### src/noc_nif_pkg.sv
// ==========================================================
// Shared widths, counts and enums of the NoC tile network
// interface. Imported by every RTL block and the testbench,
// always through a wildcard import in the module header.
// Flit layout is {type[1:0], payload[31:0]}.
// ==========================================================
package noc_nif_pkg;

  // payload carried by one flit
  localparam int FlitDataWidth = 32;

  // type bits sit on top of the payload
  localparam int FlitTypeWidth = 2;

  // full flit on the router link
  localparam int FlitWidth = FlitDataWidth + FlitTypeWidth;

  // virtual channels, one framer each
  localparam int NumVc = 2;

  localparam int VcIdWidth = 1; // enough for NumVc ids

  // packet size counts flits after the head, 1 to 15
  localparam int PktSzWidth = 4;

  // flit type stamped into the two top flit bits
  typedef enum logic [FlitTypeWidth-1:0] {
    HEAD_FLIT = 2'b00, // opens a packet
    BODY_FLIT = 2'b01, // middle of a packet
    TAIL_FLIT = 2'b10  // closes a packet
  } flit_type_t;

  // per-VC receive tracking in the deframer
  typedef enum logic {
    RX_IDLE   = 1'b0, // waiting for a head
    RX_IN_PKT = 1'b1  // head seen, tail pending
  } rx_state_t;

endpackage

### src/flit_link_if.sv
// ==========================================================
// Flit link between a VC framer and the link arbiter.
// valid/ready handshake, a flit moves on a clock edge where
// both are high. vc_tag is a static strap set by the top to
// tell the framer which VC id it drives.
// ==========================================================
`timescale 1ns/1ns

interface flit_link_if
  import noc_nif_pkg::*;
();

  logic                 valid;  // flit offered
  logic                 ready;  // flit taken
  logic [VcIdWidth-1:0] vc_id;  // owning virtual channel
  logic [FlitWidth-1:0] fdata;  // type bits + payload
  logic [VcIdWidth-1:0] vc_tag; // vc index strap from the top

  // flit producer side
  modport send (
    output valid, vc_id, fdata,
    input  ready, vc_tag
  );

  // flit consumer side
  modport recv (
    input  valid, vc_id, fdata,
    output ready
  );

endinterface

### src/pkt_framer.sv
// ==========================================================
// Per-VC transmit framer. Takes 32-bit payload words with a
// packet size and stamps HEAD/BODY/TAIL into the top flit
// bits. Payload to link is combinational, the flit counter
// moves on each accepted flit. A packet is pkt_sz + 1 flits.
// ==========================================================
`timescale 1ns/1ns

module pkt_framer
  import noc_nif_pkg::*;
(
  input  logic                     clk_axi,
  input  logic                     arst_axi,

  input  logic                     pld_valid_i,
  input  logic [FlitDataWidth-1:0] pld_data_i,
  input  logic [PktSzWidth-1:0]    pld_sz_i,
  output logic                     pld_ready_o,

  flit_link_if.send                link_o
);

  logic                  in_pkt_ff, next_in_pkt; // head already sent
  logic [PktSzWidth-1:0] cnt_ff, next_cnt;       // flits left before tail
  flit_type_t            ftype;
  logic                  xfer;

  // type of the flit currently on offer
  always_comb begin : type_sel
    if (!in_pkt_ff) begin
      ftype = HEAD_FLIT;
    end
    else if (cnt_ff != '0) begin
      ftype = BODY_FLIT;
    end
    else begin
      ftype = TAIL_FLIT;
    end
  end

  always_comb begin : to_link
    link_o.valid = pld_valid_i;
    link_o.vc_id = link_o.vc_tag; // fixed per instance
    link_o.fdata = '0;            // idle link carries zeros
    if (pld_valid_i) begin
      link_o.fdata = {ftype, pld_data_i};
    end
    pld_ready_o  = link_o.ready;  // stalls pass straight back
  end

  assign xfer = pld_valid_i && link_o.ready;

  always_comb begin : cnt_next
    next_in_pkt = in_pkt_ff;
    next_cnt    = cnt_ff;
    if (xfer) begin
      if (!in_pkt_ff) begin
        if (pld_sz_i != '0) begin     // size sampled with the head
          next_in_pkt = 1'b1;
          next_cnt    = pld_sz_i - 1'b1;
        end
      end
      else if (cnt_ff != '0) begin
        next_cnt = cnt_ff - 1'b1;     // body flit gone
      end
      else begin
        next_in_pkt = 1'b0;           // tail gone
      end
    end
  end

  always_ff @(posedge clk_axi or posedge arst_axi) begin
    if (arst_axi) begin
      in_pkt_ff <= 1'b0;
      cnt_ff    <= '0;
    end
    else begin
      in_pkt_ff <= next_in_pkt;
      cnt_ff    <= next_cnt;
    end
  end

endmodule

### src/flat_wrapper.sv
// flat-port wrapper written by rule: the top's interface ports become plain ports
module pkt_framer_flat import noc_nif_pkg::*;
  (clk_axi, arst_axi, pld_valid_i, pld_data_i, pld_sz_i, pld_ready_o, link_o_valid, link_o_vc_id, link_o_fdata, link_o_ready, link_o_vc_tag);
  flit_link_if link_o_i ();
  input  logic clk_axi;
  input  logic arst_axi;
  input  logic pld_valid_i;
  input  logic [FlitDataWidth-1:0] pld_data_i;
  input  logic [PktSzWidth-1:0] pld_sz_i;
  output logic pld_ready_o;
  output wire logic [$bits(link_o_i.valid)-1:0] link_o_valid;
  output wire logic [$bits(link_o_i.vc_id)-1:0] link_o_vc_id;
  output wire logic [$bits(link_o_i.fdata)-1:0] link_o_fdata;
  input wire logic [$bits(link_o_i.ready)-1:0] link_o_ready;
  input wire logic [$bits(link_o_i.vc_tag)-1:0] link_o_vc_tag;
  assign link_o_valid = link_o_i.valid;
  assign link_o_vc_id = link_o_i.vc_id;
  assign link_o_fdata = link_o_i.fdata;
  assign link_o_i.ready = link_o_ready;
  assign link_o_i.vc_tag = link_o_vc_tag;
  pkt_framer u_core (.clk_axi(clk_axi), .arst_axi(arst_axi), .pld_valid_i(pld_valid_i), .pld_data_i(pld_data_i), .pld_sz_i(pld_sz_i), .pld_ready_o(pld_ready_o), .link_o(link_o_i));
endmodule
### config.mk
export PLATFORM = sky130hd
export DESIGN_NAME = pkt_framer_flat
export DESIGN_NICKNAME = d
export VERILOG_FILES = /design/src/noc_nif_pkg.sv /design/src/flit_link_if.sv /design/src/pkt_framer.sv /design/src/flat_wrapper.sv
export SDC_FILE = /design/constraint.sdc
export NUM_CORES = 1
export LEC_CHECK = 0
export ABC_AREA = 1
export BUFFER_PORTS_ARGS = -buffer_cell sky130_fd_sc_hd__buf_4
export CORE_MARGIN = 2
export CORE_UTILIZATION = 36
export DETAILED_ROUTE_END_ITERATION = 7
export PLACE_DENSITY = 0.95
export SLEW_MARGIN = 40
export SYNTH_ARGS = -nofsm -noshare
export SYNTH_HDL_FRONTEND = slang
export SYNTH_SLANG_ARGS = --single-unit
### constraint.sdc
create_clock -name clk_axi -period 2.6 [get_ports clk_axi]
set_input_delay 0.52 -clock clk_axi [delete_from_list [all_inputs] [get_ports clk_axi]]
set_output_delay 0.52 -clock clk_axi [all_outputs]
set_load 0.02 [all_outputs]
== Word-level counts from Yosys, hierarchy flattened ==
Index checks and enable logic that the tools add are counted.

* Flip-flop bits (word level): 5
* Bits of input ports: 41
* Output and inout bits: 37
* Word-level logic and storage cells: 19

* Add/subtract/negate cells: 2
* Equal/unequal tests: 1
* Muxes and demuxes: 9
* Reduce and logical (&&, ||, !) cells: 5

{| class="wikitable"
|+ Operators by type and width
! cell !! number
|-
| $mux W34 || 1
|-
| $mux W4 || 3
|-
| $reduce_bool A4 Y1 || 2
|-
| $sub A4 B1 Y4 const B || 2
|-
| $mux W2 || 2
|-
| $mux W1 || 3
|-
| $reduce_and A3 Y1 || 1
|-
| $ne A2 B2 Y1 const B || 1
|-
| $reduce_bool A2 Y1 || 1
|-
| $logic_and A1 B1 Y1 || 1
|}

== Longest topological paths before layout ==
* Word-level depth: 4
* Gate-level depth with buffers: 10
* Depth with buffers taken out: 9

== Worst setup path after synthesis ==
No wires, ideal clock.

* Path kind: in2out
* From: input port pld_valid_i
* To: output port link_o_fdata[10]
* Arrival time: 0.995 ns
* Data required time: 2.080 ns
* Setup slack: 1.085 ns
* Stages on the path: 4
* Path buffers: 2
* Cell sequence: buf_4 buf_2 nand2_1 inv_1

* Word-level cells in the longest chain between the ends: 1

{| class="wikitable"
|+ Ends and longest elaborated chain
! what !! RTL line !! text
|-
| from (decl) || flat_wrapper.sv:7 || <nowiki>input logic pld_valid_i;</nowiki>
|-
| $mux W34 || pkt_framer.sv:45 || <nowiki>if (pld_valid_i) begin</nowiki>
|-
| to (decl) || flat_wrapper.sv:13 || <nowiki>output wire logic [$bits(link_o_i.fdata)-1:0] link_o_fdata;</nowiki>
|}

Every way passes these cells.

== Worst setup path in the final report ==
* From: register u_core.in_pkt_ff
* To: output port link_o_fdata[33]

* Word-level cells in the longest chain between the ends: 2

{| class="wikitable"
|+ Ends and longest elaborated chain
! what !! RTL line !! text
|-
| from (decl) || pkt_framer.sv:23 || <nowiki>logic in_pkt_ff, next_in_pkt;</nowiki>
|-
| from (signal assigned) || pkt_framer.sv:78 || <nowiki>in_pkt_ff <= next_in_pkt;</nowiki>
|-
| $mux W2 || pkt_framer.sv:30 || <nowiki>if (!in_pkt_ff) begin</nowiki>
|-
| $mux W34 || pkt_framer.sv:45 ||
|}

Every way passes these cells.

==> results.md <==
* Status: finished clean
* Hpwl dp at 1940 um
* Starting Density at 0.373
* Vias in the first global route at 831
* Register area at 125 um2
* RSZ-0062 raised after global routing: false
* Vias at 977
* Root buffer cell: clkbuf_4
* Worst slew margin at 0.711
* WL met1 at 960 um
* Die area at 2340 um2
* Top Layer Used: met4
* Critical-path top delay cell: dfrtp_1
* Leakage at 0.965 nW
* GRT overflow at 0
* Final worst-path cycle share at 0.709
* Clock Skew at 0.00696 ns
* Nets at 252
* TritonCTS buffer count at 3
* Routed WL per cell at 9.81 um
* Multi-input logic area at 355 um2
* Clock power share at 0.150
* FILL cells at 159
* Met3 WL at 206 um
* Synthesized Nets at 180
* Synth Register Bits at 5
* Register-to-Register Path Depth at 8
* Layout cell share with drive strength beyond 1 at 0.421
* Worst-Skew Late Latency at 0.25 ns
* Post-route setup TNS at 0 ns
* Crit Path Max Fanout at 9
* CTS resizes at 0
* Warnings, synthesis at 0
* Tightest Hold Check Type: input pin to async pin
* Diodes inserted at 0
* Cell internal pwr at 332 uW
* Net Switching at 285 uW
* H-tree Lvls at 1
* Post-synthesis sequential area ratio at 0.176
* RePlAce Congestion at 0.837
* # setup viols final at 0
* Minimum clock period after layout at 1.84 ns
* Synthesized cell area at 709 um2
* Chip height at 48.4 um
* Die W at 48.4 um
* Vias per Instance at 4.14
* Overall global routing resource usage at 0.196
* DRT antenna net count at 0
* Number of top-level pins at 78
* Max Clk Rate at 542 MHz
* Clk sinks at 5
* Reg-to-Reg Start: u_core.in_pkt_ff
* Max Root-Sink Buffers at 2
* Total wire length at 2310 um
* Port bufs at 75
* Pin count of the biggest net entering global routing at 36
* Syn avg cell area at 5.14 um2
* Worst setup startpoint: u_core.in_pkt_ff
* Area growth syn-to-layout at 79.9%
* Worst Tran Pin Value at 0.433 ns
* CTS tree: built
* Critical path cell sequence: nand3_1 -> nor2_1 -> buf_4
* Iter 0 DRT Violations at 18
* Fin. max-slew vios at 0
* Core Footprint at 1900 um2
* Clk slew on worst S/H paths at 0.05 ns
* CP Class: flop to primary output
* FP Rows at 16
* Peak supply drop at 461 uV
* CTS hold repair buffers at 0
* Critical Path Sink: link_o_fdata[33]
* DRC Markers at 0
* Setup crit end kind: primary output
* Logic pwr share at 0.601
* Seq pwr share at 0.249
* CP Launch Type: flop
* Slowest stage delay, CP at 0.60 ns
* RR Endpoint: u_core.cnt_ff[2]
* Critical Path RT at 2.08 ns
* Final Hold Fails at 0
* Sw frac at 0.462
* Antenna violations before repair at 0
* Power Density at 484 nW/um2
* Drt pass-1 iters at 4
* DR WL met2 at 1120 um
* Global-route wire length before repair at 3690 um
* Gate Count Post-Synth at 138
* Cell variety after synth at 16
* Setup bufs post-CTS at 0
* Max-Cap Viols at 0
* Hold WS at 0.162 ns
* Arrival time worst endpoint at 1.32 ns
* R2R Setup Slk at 1.20 ns
==> worst min path at each step <==
| stage | start | end | slack (ns) | cells past startpoint |
|---|---|---|---|---|
| detailed placement | arst_axi | u_core.cnt_ff[0] | 0.43 | 2 |
| finish | arst_axi | u_core.cnt_ff[0] | 0.16 | 2 |
| floorplan | arst_axi | u_core.cnt_ff[0] | 0.30 | 1 |
| CTS | arst_axi | u_core.in_pkt_ff | 0.17 | 2 |
| global placement | arst_axi | u_core.cnt_ff[0] | 0.43 | 2 |
| global route | arst_axi | u_core.cnt_ff[0] | 0.18 | 2 |
==> layer usage <==
metal  vias up  global-route usage
met4         0              0.0381
met1       420               0.227
li1        515                   -
met3         4              0.0741
met5         -                   0
met2        38               0.345
==> cells in the mapped netlist (all sizes together) <==
cell | instances | area (um2)
o21ai | 1 | 5.00
ha | 1 | 12.5
nand2 | 60 | 243
dfrtp | 5 | 125
nor2 | 10 | 40.0
buf | 8 | 56.3
inv | 44 | 173
nand3 | 9 | 55.1
==> layout make-up <==
type | count | area share
clock buffers | 4 | 0.0206
inverters | 44 | 0.135
multi-input cells | 81 | 0.278
well taps | 27 | 0.0265
flip-flops and latches | 5 | 0.0980
repair buffers | 75 | 0.441
==> per-stage QoR <==
stage | worst slack [ns] | total power, mW | utilization | area (um2) | cells
after CTS | 0.751 | 0.621 | 0.671 | 1280 | 236
after global routing | 0.646 | 0.672 | 0.671 | 1280 | 236
final | 0.756 | 0.617 | 0.671 | 1280 | 236
after floorplan | 1.09 | 0.398 | - | 709 | 138
after detailed placement | 0.915 | 0.526 | 0.657 | 1250 | 232
after global placement | 0.932 | 0.512 | 0.657 | 1250 | 232
==> power groups by stage <==
stage | clock [mW] | combinational (mW) | sequential [mW]
2_1_floorplan | 0 | 0.265 | 0.133
3_3_place_gp | 0 | 0.359 | 0.153
3_5_place_dp | 0 | 0.372 | 0.154
4_1_cts | 0.0946 | 0.374 | 0.153
5_1_grt | 0.101 | 0.412 | 0.159
6_report | 0.0929 | 0.371 | 0.154
==> registers in the layout, indices dropped and copies added (netlist names) <==
| signal | cells |
|---|---|
| u_core.in_pkt_ff | 1 |
| u_core.cnt_ff | 4 |
==> critical path, delay by kind of cell (launching register included) <==
family / cells / cell delay [ns]
AND/OR/NAND/NOR: 2 / 0.32
buffers and inverters: 1 / 0.15
flip-flops: 1 / 0.60
==> cell families after synthesis <==
family	after synthesis	synth area share
adder cells (fa/ha/maj)	1	0.0176
flip-flops	5	0.176
AND/OR/NAND/NOR	79	0.476
buffers and inverters	52	0.323
AO/OA/AOI/OAI	1	0.00705
==> placed cells by master (no fill, tap or decap) <==
master     n
buf_4     75
nand2_1   55
inv_1     42
nor2_1     9
nand3_1    7
dfrtp_1    5
nand2_2    4
clkbuf_4   3
nand3_2    2
inv_8      1
inv_2      1
nand2_4    1
nor2_2     1
o21ai_1    1
ha_1       1
clkbuf_1   1
Power figures use the tool's default switching activity.
