==> config.mk <==
export PLATFORM = sky130hd
export DESIGN_NAME = pkt_deframer
export DESIGN_NICKNAME = d
export VERILOG_FILES = /design/src/noc_nif_pkg.sv /design/src/pkt_deframer.sv
export SDC_FILE = /design/constraint.sdc
export NUM_CORES = 1
export LEC_CHECK = 0
export ABC_AREA = 1
export ABC_CLOCK_PERIOD_IN_PS = 900
export BUFFER_PORTS_ARGS = -buffer_cell sky130_fd_sc_hd__buf_2
export CORE_MARGIN = 5
export CORE_UTILIZATION = 26
export DETAILED_ROUTE_END_ITERATION = 16
export GPL_ROUTABILITY_DRIVEN = 0
export GPL_TIMING_DRIVEN = 1
export PLACE_DENSITY_LB_ADDON = 0.25
export SETUP_SLACK_MARGIN = 0.5
export SLEW_MARGIN = 20
export SYNTH_ARGS = -nofsm -noshare
export SYNTH_HDL_FRONTEND = slang
export SYNTH_SLANG_ARGS = --single-unit
==> constraint.sdc <==
create_clock -name clk_axi -period 0.9 [get_ports clk_axi]
set_clock_uncertainty 0.2 [all_clocks]
set_input_delay 0.27 -clock clk_axi [delete_from_list [all_inputs] [get_ports clk_axi]]
set_output_delay 0.27 -clock clk_axi [all_outputs]
set_load 0.01 [all_outputs]
==> src/noc_nif_pkg.sv <==
// ==========================================================
// Shared widths, counts and enums of the NoC tile network
// interface. Imported by every RTL block and the testbench,
// always through a wildcard import in the module header.
// Flit layout is {type[1:0], payload[31:0]}.
// ==========================================================
package noc_nif_pkg;

  // payload carried by one flit
  localparam int FlitDataWidth = 32;

  // type bits sit on top of the payload
  localparam int FlitTypeWidth = 2;

  // full flit on the router link
  localparam int FlitWidth = FlitDataWidth + FlitTypeWidth;

  // virtual channels, one framer each
  localparam int NumVc = 2;

  localparam int VcIdWidth = 1; // enough for NumVc ids

  // packet size counts flits after the head, 1 to 15
  localparam int PktSzWidth = 4;

  // flit type stamped into the two top flit bits
  typedef enum logic [FlitTypeWidth-1:0] {
    HEAD_FLIT = 2'b00, // opens a packet
    BODY_FLIT = 2'b01, // middle of a packet
    TAIL_FLIT = 2'b10  // closes a packet
  } flit_type_t;

  // per-VC receive tracking in the deframer
  typedef enum logic {
    RX_IDLE   = 1'b0, // waiting for a head
    RX_IN_PKT = 1'b1  // head seen, tail pending
  } rx_state_t;

endpackage

==> src/pkt_deframer.sv <==
// ==========================================================
// Receive path from the router local port. Strips the flit
// type, forwards payload and VC id with zero latency, marks
// tails and checks HEAD/BODY/TAIL order per VC. A violation
// gives a one-cycle frame_err_o after the flit transfers.
// ==========================================================
`timescale 1ns/1ns

module pkt_deframer
  import noc_nif_pkg::*;
(
  input  logic                     clk_axi,
  input  logic                     arst_axi,

  input  logic                     recv_valid_i,
  input  logic [VcIdWidth-1:0]     recv_vc_i,
  input  logic [FlitWidth-1:0]     recv_flit_i,
  output logic                     recv_ready_o,

  output logic                     rx_valid_o,
  output logic [VcIdWidth-1:0]     rx_vc_o,
  output logic [FlitDataWidth-1:0] rx_data_o,
  output logic                     rx_last_o,
  input  logic                     rx_ready_i,

  output logic                     frame_err_o
);

  rx_state_t  rx_state_ff [NumVc]; // one tracker per vc
  rx_state_t  next_state;
  flit_type_t ftype;
  logic       bad_flit, xfer, err_ff;

  assign ftype        = flit_type_t'(recv_flit_i[FlitWidth-1 -: FlitTypeWidth]);
  assign rx_valid_o   = recv_valid_i;
  assign rx_vc_o      = recv_vc_i;
  assign rx_data_o    = recv_flit_i[FlitDataWidth-1:0]; // type stripped
  assign rx_last_o    = recv_valid_i && (ftype == TAIL_FLIT);
  assign recv_ready_o = rx_ready_i;
  assign xfer         = recv_valid_i && rx_ready_i;
  assign frame_err_o  = err_ff;

  // order check, next state follows the flit either way
  always_comb begin : order_chk
    case (ftype)
      HEAD_FLIT: begin
        bad_flit   = (rx_state_ff[recv_vc_i] == RX_IN_PKT);
        next_state = RX_IN_PKT;
      end
      BODY_FLIT: begin
        bad_flit   = (rx_state_ff[recv_vc_i] == RX_IDLE);
        next_state = RX_IN_PKT;
      end
      TAIL_FLIT: begin
        bad_flit   = (rx_state_ff[recv_vc_i] == RX_IDLE);
        next_state = RX_IDLE;
      end
      default: begin // unused encoding
        bad_flit   = 1'b1;
        next_state = RX_IDLE;
      end
    endcase
  end

  always_ff @(posedge clk_axi or posedge arst_axi) begin
    if (arst_axi) begin
      err_ff <= 1'b0;
      for (int v = 0; v < NumVc; v++) begin
        rx_state_ff[v] <= RX_IDLE;
      end
    end
    else begin
      err_ff <= xfer && bad_flit; // single pulse
      if (xfer) begin
        rx_state_ff[recv_vc_i] <= next_state;
      end
    end
  end

endmodule

### Word-level counts from Yosys, hierarchy flattened

Cells that the tools add are included.

| word-level totals | value |
|---|---|
| RAM bits | 0 |
| input port bits | 39 |
| output and inout port bits | 37 |
| register bits | 3 |
| logic and storage cells | 24 |
| memories kept | 0 |
| ROM bits | 0 |
| latch bits | 0 |

| operators by class | value |
|---|---|
| order comparisons | 2 |
| shifts and indexed selects | 0 |
| mux-type cells | 8 |
| reductions and logical operators | 7 |
| add/subtract/negate cells | 0 |
| div/mod/pow operators | 0 |
| bitwise logic cells | 2 |
| equality and inequality tests | 2 |
| $mul | 0 |

Operator list:

| operator | count |
|---|---|
| 1-bit 2-to-1 mux | 5 |
| 1-bit logical AND | 4 |
| 2-bit OR reduction | 2 |
| 2-bit bitwise mux | 1 |
| 2-bit by 1-bit equality test with 1-bit output, second input constant | 1 |
| 2-bit equality test, second input constant | 1 |
| 2-bit >= comparator, second input constant | 1 |
| 2-bit zero test | 1 |
| 2-bit by 1-bit less-than comparator with 1-bit output, second input constant | 1 |
| 1-bit NOT with 2-bit output | 1 |
| 1-bit case mux with 2 select lines | 1 |
| 1-bit demux with 1-bit select | 1 |
| 1-bit NOT | 1 |

### Logic depth before layout (Yosys ltp)

Gate-level depths: netlist of run 1.

| logic depth | value |
|---|---|
| depth after elaboration | 7 |
| gate-level depth with buffers | 6 |
| gate-level depth less buffers | 6 |

### Worst setup path after synthesis of run 1

No wires, ideal clock.

| path | value |
|---|---|
| kind | input port to flip-flop |
| start point | input port recv_flit_i[32] |
| end point | register rx_state_ff[0] (netlist bit) |
| slack | -265 ps |
| required time | 574 ps |
| arrival time | 839 ps |
| buffers on the path | 0 |
| setup time | 126 ps |
| cell stages on the path | 5 |
| cells stage by stage | inv_1 ha_1 or2_1 nand2_1 o21ai_0 |

| between the ends | value |
|---|---|
| longest elaborated chain between the ends | 4 |
| elaborated cells between the ends (all ways) | 5 |
| classes of those cells | eq/ne: 1; mux: 2; reduce/logical: 2 |

Ends and longest elaborated chain:

| element | RTL line | text |
|---|---|---|
| start: declaration | pkt_deframer.sv:17 | `input logic [FlitWidth-1:0] recv_flit_i,` |
| 2-bit by 1-bit equality test with 1-bit output or 2-bit zero test (tied branches) | pkt_deframer.sv:45 | `case (ftype)` |
| 2-bit OR reduction (no source line) * | n/a |  |
| 1-bit 2-to-1 mux * | pkt_deframer.sv:45 |  |
| 2-bit bitwise mux * | pkt_deframer.sv:75 | `rx_state_ff[recv_vc_i] <= next_state;` |
| end signal: indexed assignment | pkt_deframer.sv:75 |  |
| end: declaration | pkt_deframer.sv:29 | `rx_state_t rx_state_ff [NumVc];` |

Mark *: on every way between the ends. The rest lies on a longest branch, timed or not.
A chain may end at the register's enable or synchronous reset.

### Worst setup path after layout of run 1

| path | value |
|---|---|
| start point | input port recv_flit_i[32] |
| end point | output port rx_last_o |

| between the ends | value |
|---|---|
| longest elaborated chain between the ends | 2 |

Ends and longest elaborated chain:

| element | RTL line | text |
|---|---|---|
| 2-bit equality test | pkt_deframer.sv:38 | `assign rx_last_o = recv_valid_i && (ftype == TAIL_FLIT);` |
| 1-bit logical AND | pkt_deframer.sv:38 |  |
| end: declaration | pkt_deframer.sv:23 | `output logic rx_last_o,` |

No other way between the ends.

==> results of run 1 <==
registers in the layout, summed over array words and instances (netlist names):
signal       count
rx_state_ff      2
frame_err_o      1
critical path: stages:
cell and delay, ns:
buf_12 0.09, inv_12 0.03, ha_4 0.14, nand2_2 0.05, inv_2 0.03, buf_6 0.10
Yosys cell counts (all sizes together):
| master | count | area [µm²] |
|---|---|---|
| buf | 35 | 263 |
| or2 | 1 | 6.26 |
| nor2 | 2 | 7.51 |
| dfrtp | 3 | 75.1 |
| nand3 | 3 | 15.0 |
| ha | 4 | 50.1 |
| inv | 10 | 37.5 |
| o21ai | 2 | 10.0 |
| nand2 | 9 | 33.8 |
metal layers:
layer,wire (µm),track usage (%),vias to the layer above
li1,-,-,137
met1,227,4.46,122
met2,388,8.67,23
met3,154,4.43,6
met4,12,5.53,0
met5,0,0,-
layout make-up:
cell class	instances	area, µm²	share of cell area, %
Multi-Input combinational cell	21	176	31.9
Clock buffer	4	26.3	4.75
Inverter	10	62.6	11.3
Sequential cell	3	75.1	13.6
Tap cell	25	31.3	5.66
Timing Repair Buffer	15	181	32.8
path summary, 6_finish.rpt:
path,endpoint,cells past startpoint
hold / removal,rx_state_ff[1],2
max in group asynchronous,rx_state_ff[0],2
setup reg to reg,frame_err_o,6
setup / recovery,rx_last_o,6
hold reg to reg,rx_state_ff[1],2
min in group clk_axi,frame_err_o,5
cells by family (layout without fill, tap and decap cells):
family                     Yosys count  after routing  synth area share, %
AOI/OAI and AO/OA                    2              2                 2.01
DFF                                  3              3                 15.1
buffers and inverters               45             29                 60.3
and+or+nand+nor                     15             15                 12.6
adders and majority gates            4              4                 10.1
stage by stage:
stage | utilization, % | area (µm²)
finish | 31.0 | 553
global route | 31.0 | 553
CTS | 30.3 | 541
detailed placement | 22.0 | 392
global placement | 22.0 | 392
floorplan | - | 699
where the power goes:
group | total (mW) | switching, mW | internal, mW
clock | 0.232 | 0.0660 | 0.166
combinational | 0.204 | 0.0874 | 0.117
sequential | 0.167 | 0.0124 | 0.155
what timing repair did:
action / CTS / global route
gates resized for setup: 22 / 5
pin swaps: 4 / 1
endpoints found under the hold margin: 3 / 3
setup endpoints to repair: 40 / 40
buffers inserted: 4 / 0
==> impl_metrics.ini, run 1 <==
[run_status]
status = finished, violations left
violations = hold timing, setup timing

[timing]
final.setup.worst_slack_ns = -0.288
fin_tns_setup_ns = -1.18
rsz0062_at_grt = yes
min_period_over_period_pct = 132
setup_viol = 8
slew_viol_final = 0
max_slew_margin_pct = 86.5
fmax_ghz = 0.842
final_hold_viol_count = 3
tightest_slew_ns = 0.201
whs_ns = -0.306
finalCriticalPeriod_ns = 1.19

[drt]
drt_iter0_drc = 3
antenna_left = 0
firstDrtPassIters = 4
num_vias = 288
vias_per_cell = 3.69
drc = 0
wl_per_cell_um = 10.0
wl_um = 782

[synth]
syn_avg_cell_area_um2 = 7.22
synth_warnings = 0
syn_nets = 112
ys_seq_area_share_pct = 15.1
synth_cells = 69
yosys_register_bits = 3
netlist_area_um2 = 498
yosysUniqueCellTypes = 10

[finish]
finalNonFillerCells = 78
layout-drive-gt1-share_pct = 58.5
fill_cells = 193
final_cell_mix = nand2_1 (7), buf_6 (7), inv_1 (5)
final_net_count = 97
n_antenna_cell = 0
syn2layout_area_growth_pct = 11.1

[pwr]
leakagePower_nw = 0.278
power.total_mw = 0.603
ir_worst_vdd_mv = 0.395
powerDensity_nw_per_um2 = 1090

[cts]
cts_tree = built
clock-sinks = 3
h-tree-depth = 1
numCtsBuffers = 3
root_buffer = clkbuf_4
cts_max_path_buffers = 2
clkTransAtPathRegs_ns = 0.04
clk_latency_ns = 0.23

[setup_path]
required_ns = 0.43
worstPathArrival_ns = 0.72
startpoint = recv_flit_i[32]
r2r_start = rx_state_ff[0]
critPathKind = in -> out
ff2ff_setup_slack_ns = -0.15
start_kind = input port
critPathMaxFanout = 2
worstSetupEndpointType = primary output

[placed_design]
pre_cts_ws_ns = -0.447
port_buffers = 11
dp_hpwl_um = 651
place_inst = 70

[global_route]
grt_max_degree = 5
grt_usage_pct = 5.67
grt_remaining_overflow = 0
grt_pass1_wl_um = 1170
grt_pass1_vias = 268
antenna_found_initial = 0

[floorplan]
fp.dieW_um = 53.8
initial_utilization_pct = 27.9
core-area_um2 = 1780
num_io_pins = 76
row_count = 15
die-area_um2 = 2890
die_h_um = 53.8

[run]
drv_cap = 0

[hold_path]
hold_path_class = in -> async
(Power assumes the default switching activity.)
==> run 2, diff against run 1 <==
==> constraint.sdc (replaced) <==
create_clock -name clk_axi -period 0.9 [get_ports clk_axi]
set_clock_uncertainty 0.2 [all_clocks]
set_input_delay 0.045 -clock clk_axi [delete_from_list [all_inputs] [get_ports clk_axi]]
set_output_delay 0.045 -clock clk_axi [all_outputs]
set_load 0.01 [all_outputs]
==> impl_metrics.ini, run 2 (same netlist as run 1, synthesis figures left out) <==
[placed_design]
pre_cts_ws_ns = -0.260
dpl_cell_area_um2 = 364
dp_hpwl_um = 594
port_buffers = 11

[timing]
fmax_ghz = 0.972
final.setup.worst_slack_ns = -0.129
min_period_over_period_pct = 114
slew_viol_final = 0
tightest_slew_ns = 0.139
fin_tns_setup_ns = -0.174
whs_ns = -0.531
setup_viol = 2
max_slew_margin_pct = 90.7
rsz0062_at_grt = yes
final_hold_viol_count = 38
finalCriticalPeriod_ns = 1.03

[setup_path]
reg2reg_to = frame_err_o
start_kind = flip-flop
crit_chain = inv_2, nand2_1, nand3_1, nand3_1, nand2_1, inv_1
r2r_start = rx_state_ff[0]
required_ns = 0.82
worstSetupEndpointType = flip-flop
critPathMaxFanout = 2
crit_slowest_cell = dfrtp_1
reg2reg_depth = 6
max_stage_delay_ns = 0.39
critPathKind = reg -> reg
ff2ff_setup_slack_ns = -0.13
worstPathArrival_ns = 0.95

[run]
drv_cap = 0

[cts]
cts_tree = built
clkTransAtPathRegs_ns = 0.04
root_buffer = clkbuf_4
numCtsBuffers = 3
cts_max_path_buffers = 2
clk_latency_ns = 0.23
clock-sinks = 3
h-tree-depth = 1

[floorplan]
row_count = 15
num_io_pins = 76
fp.dieW_um = 53.8
die_h_um = 53.8
initial_utilization_pct = 27.9
die-area_um2 = 2890
core-area_um2 = 1780

[pwr]
seq_power_share_pct = 29.0
p_sw_mw = 0.158
ir_worst_vdd_mv = 0.355
powerDensity_nw_per_um2 = 1190
p_int_mw = 0.421
leakagePower_nw = 0.263
power_frac_clock_pct = 41.0
comb_power_share_pct = 30.0
power_switching_share_pct = 27.2

[drt]
wl_per_cell_um = 9.45
firstDrtPassIters = 2
route.met3.wl_um = 134
wl_um = 737
drt-met1-wl_um = 244
drt_iter0_drc = 1
routed.top_layer = met4
num_vias = 280
vias_per_cell = 3.59
drc = 0
antenna_left = 0
dr_wl_met2_um = 342

[finish]
n_antenna_cell = 0
largest_reg_flops = 2
layout-drive-gt1-share_pct = 47.2
multi_input_comb_area_um2 = 138
fill_cells = 200
regMostFlops = rx_state_ff
seqCellArea_um2 = 75.1
finalInstanceArea_um2 = 485
syn2layout_area_growth_pct = -2.51
fin_util_pct = 27.2
final_cell_mix = nand2_1 (8), buf_6 (8), inv_1 (5)
final_net_count = 97

[global_route]
grt_remaining_overflow = 0
grt_pass1_vias = 292
grt_max_degree = 6
grt_usage_pct = 5.38
antenna_found_initial = 0
grt_pass1_wl_um = 1100

[run_status]
status = finished, violations left
violations = hold timing, setup timing

[hold_path]
hold_path_class = in -> async
[run 2: per-stage QoR]
step | power [mW] | instances
after global routing | 0.622 | 78
after CTS | 0.576 | 76
after floorplan | 0.437 | 69
after global placement | 0.290 | 72
final | 0.578 | 78
after detailed placement | 0.287 | 72
[run 2: how the worst max path moves through the flow]
stage                          startpoint        endpoint  slack, ns  cells after the start
after floorplan            rx_state_ff[0]     frame_err_o      -0.06                      6
after global placement    recv_flit_i[32]  rx_state_ff[0]      -0.23                      6
after detailed placement  recv_flit_i[32]  rx_state_ff[0]      -0.26                      6
after CTS                  rx_state_ff[0]     frame_err_o      -0.14                      6
after global routing       rx_state_ff[0]     frame_err_o      -0.21                      6
final                      rx_state_ff[0]     frame_err_o      -0.13                      6
[run 2: power groups by stage]
stage | Combinational [mW] | Sequential (mW) | Clock (mW)
CTS | 0.158 | 0.164 | 0.254
detailed placement | 0.123 | 0.164 | 0
finish | 0.173 | 0.168 | 0.237
floorplan | 0.273 | 0.165 | 0
global route | 0.195 | 0.169 | 0.259
global placement | 0.123 | 0.166 | 0
[run 2: critical path: cells and delay by family (launching register included)]
kind | cells | cell delay [ns]
flip-flops | 1 | 0.39
AND/OR/NAND/NOR | 4 | 0.24
buffers and inverters | 2 | 0.09
[run 2: cell type report]
class,instances,share of cell area [%]
clock buffer,4,5.41
multi-input combinational,21,28.4
sequential,3,15.5
inverter,10,10.3
tap,25,6.44
timing repair buffer,15,34.0
[run 2: routing by layer]
metal  GRT usage (%)  vias to the layer above
met3            3.05                        8
met4            5.96                        0
met2            8.27                       12
met1            4.62                      122
li1                -                      138
met5               0                        -
[run 2: repair_timing]
action	in CTS	in global routing
buffers inserted	0	2
resized for setup	18	4
endpoints found under the setup margin	8	8
pin swaps	2	4
hold endpoints to repair	38	38
==> run 3, diff against run 2 <==
--- a/config.mk
+++ b/config.mk
@@ -8,12 +8,14 @@
 export ABC_AREA = 1
 export ABC_CLOCK_PERIOD_IN_PS = 900
 export BUFFER_PORTS_ARGS = -buffer_cell sky130_fd_sc_hd__buf_2
+export CAP_MARGIN = 20
 export CORE_MARGIN = 5
 export CORE_UTILIZATION = 26
 export DETAILED_ROUTE_END_ITERATION = 16
 export GPL_ROUTABILITY_DRIVEN = 0
 export GPL_TIMING_DRIVEN = 1
-export PLACE_DENSITY_LB_ADDON = 0.25
+export PLACE_DENSITY = 0.76
+export REMOVE_ABC_BUFFERS = 1
 export SETUP_SLACK_MARGIN = 0.5
 export SLEW_MARGIN = 20
 export SYNTH_ARGS = -nofsm -noshare
==> impl_metrics.ini, run 3 (same netlist as run 1, synthesis figures left out) <==
[timing]
fmax_ghz = 0.940
setup_viol = 4
whs_ns = -0.530
final.setup.worst_slack_ns = -0.164
fin_tns_setup_ns = -0.342
rsz0062_at_grt = yes
min_period_over_period_pct = 118
final_hold_viol_count = 38
slew_viol_final = 0
max_slew_margin_pct = 89.0
tightest_slew_ns = 0.164
finalCriticalPeriod_ns = 1.06

[placed_design]
dp_hpwl_um = 1510
port_buffers = 11

[finish]
final_cell_mix = buf_6 (11), nand2_1 (7), inv_1 (5)
largest_reg_flops = 2
final_common_cell = buf_6
layout-drive-gt1-share_pct = 58.9
syn2layout_area_growth_pct = 5.28
final_net_count = 100
n_antenna_cell = 0
regMostFlops = rx_state_ff

[drt]
wl_per_cell_um = 23.6
drc = 0
antenna_left = 0
firstDrtPassIters = 1
drt_iter0_drc = 0
num_vias = 345
vias_per_cell = 4.26
wl_um = 1910

[setup_path]
worstPathArrival_ns = 0.99
required_ns = 0.83
crit_slowest_cell = dfrtp_1
reg2reg_depth = 6
start_kind = flip-flop
critPathMaxFanout = 2
worstSetupEndpointType = flip-flop
crit_chain = inv_2, nand2_1, nand3_2, nand3_2, nand2_2, inv_2
critPathKind = reg -> reg
max_stage_delay_ns = 0.40

[floorplan]
fp.dieW_um = 53.8
core-area_um2 = 1780
num_io_pins = 76
row_count = 15
die-area_um2 = 2890
die_h_um = 53.8
initial_utilization_pct = 27.9

[cts]
clkTransAtPathRegs_ns = 0.04
root_buffer = clkbuf_4
cts_max_path_buffers = 2
cts_tree = built
numCtsBuffers = 3
clock-sinks = 3
clk_latency_ns = 0.23
h-tree-depth = 1

[hold_path]
hold_path_class = in -> async

[global_route]
grt_pass1_vias = 389
grt_max_degree = 6
grt_pass1_wl_um = 2550
grt_remaining_overflow = 0
grt_usage_pct = 14.2
antenna_found_initial = 0

[run_status]
status = finished, violations left
violations = hold timing, setup timing

[pwr]
powerDensity_nw_per_um2 = 1240
power.total_mw = 0.648
ir_worst_vdd_mv = 0.314
leakagePower_nw = 0.284

[run]
drv_cap = 0
## run 3: path summary, 6_finish.rpt
path | slack [ns] | from | end
max | -0.16 | rx_state_ff[1] | frame_err_o
min reg2reg | 0.44 | rx_state_ff[1] | rx_state_ff[1]
max reg2reg | -0.16 | rx_state_ff[1] | frame_err_o
max in group asynchronous | 0.90 | arst_axi | rx_state_ff[1]
min | -0.53 | arst_axi | rx_state_ff[0]
min in group clk_axi | -0.11 | recv_flit_i[31] | rx_data_o[31]
## run 3: critical path, delay by kind of cell (launching register included)
| kind | cells | cell delay (ns) |
|---|---|---|
| buffers and inverters | 2 | 0.10 |
| DFF | 1 | 0.40 |
| and+or+nand+nor | 4 | 0.25 |
## run 3: per-stage QoR
stage / std cells / hold slack [ns] / setup slack, ns / util, % / area, µm²
after detailed placement: 73 / -0.286 / -0.255 / 19.3 / 344
after CTS: 80 / -0.542 / -0.152 / 27.2 / 484
after floorplan: 34 / -0.401 / -0.0629 / - / 235
after global placement: 73 / -0.290 / -0.180 / 19.3 / 344
final: 81 / -0.530 / -0.164 / 29.4 / 524
after global routing: 81 / -0.532 / -0.219 / 29.4 / 524
## run 3: final cells by class
| class | count | area [µm²] |
|---|---|---|
| Fill cell | 201 | 1260 |
| Timing Repair Buffer | 18 | 194 |
| Multi-Input combinational cell | 21 | 158 |
| Sequential cell | 3 | 75.1 |
| Inverter | 10 | 40.0 |
| Tap cell | 25 | 31.3 |
| Clock buffer | 4 | 26.3 |
## run 3: where the power goes
| part | internal (mW) | switching, mW |
|---|---|---|
| Combinational | 0.141 | 0.0975 |
| Clock | 0.166 | 0.0720 |
| Sequential | 0.155 | 0.0162 |
| Total | 0.462 | 0.186 |
## run 3: timing repair
action                                  in CTS  in global routing
buffers inserted                             3                  1
hold endpoints to repair                    38                 38
endpoints found under the setup margin       8                  8
pin swaps                                    5                  5
resized for setup                           22                 11
## run 3: routing by layer
layer	part of all wire (%)	vias up	global-route usage, %
met1	36	157	16.0
met5	0	-	0
li1	-	143	-
met4	0	0	5.11
met3	31	0	19.7
met2	33	45	13.5
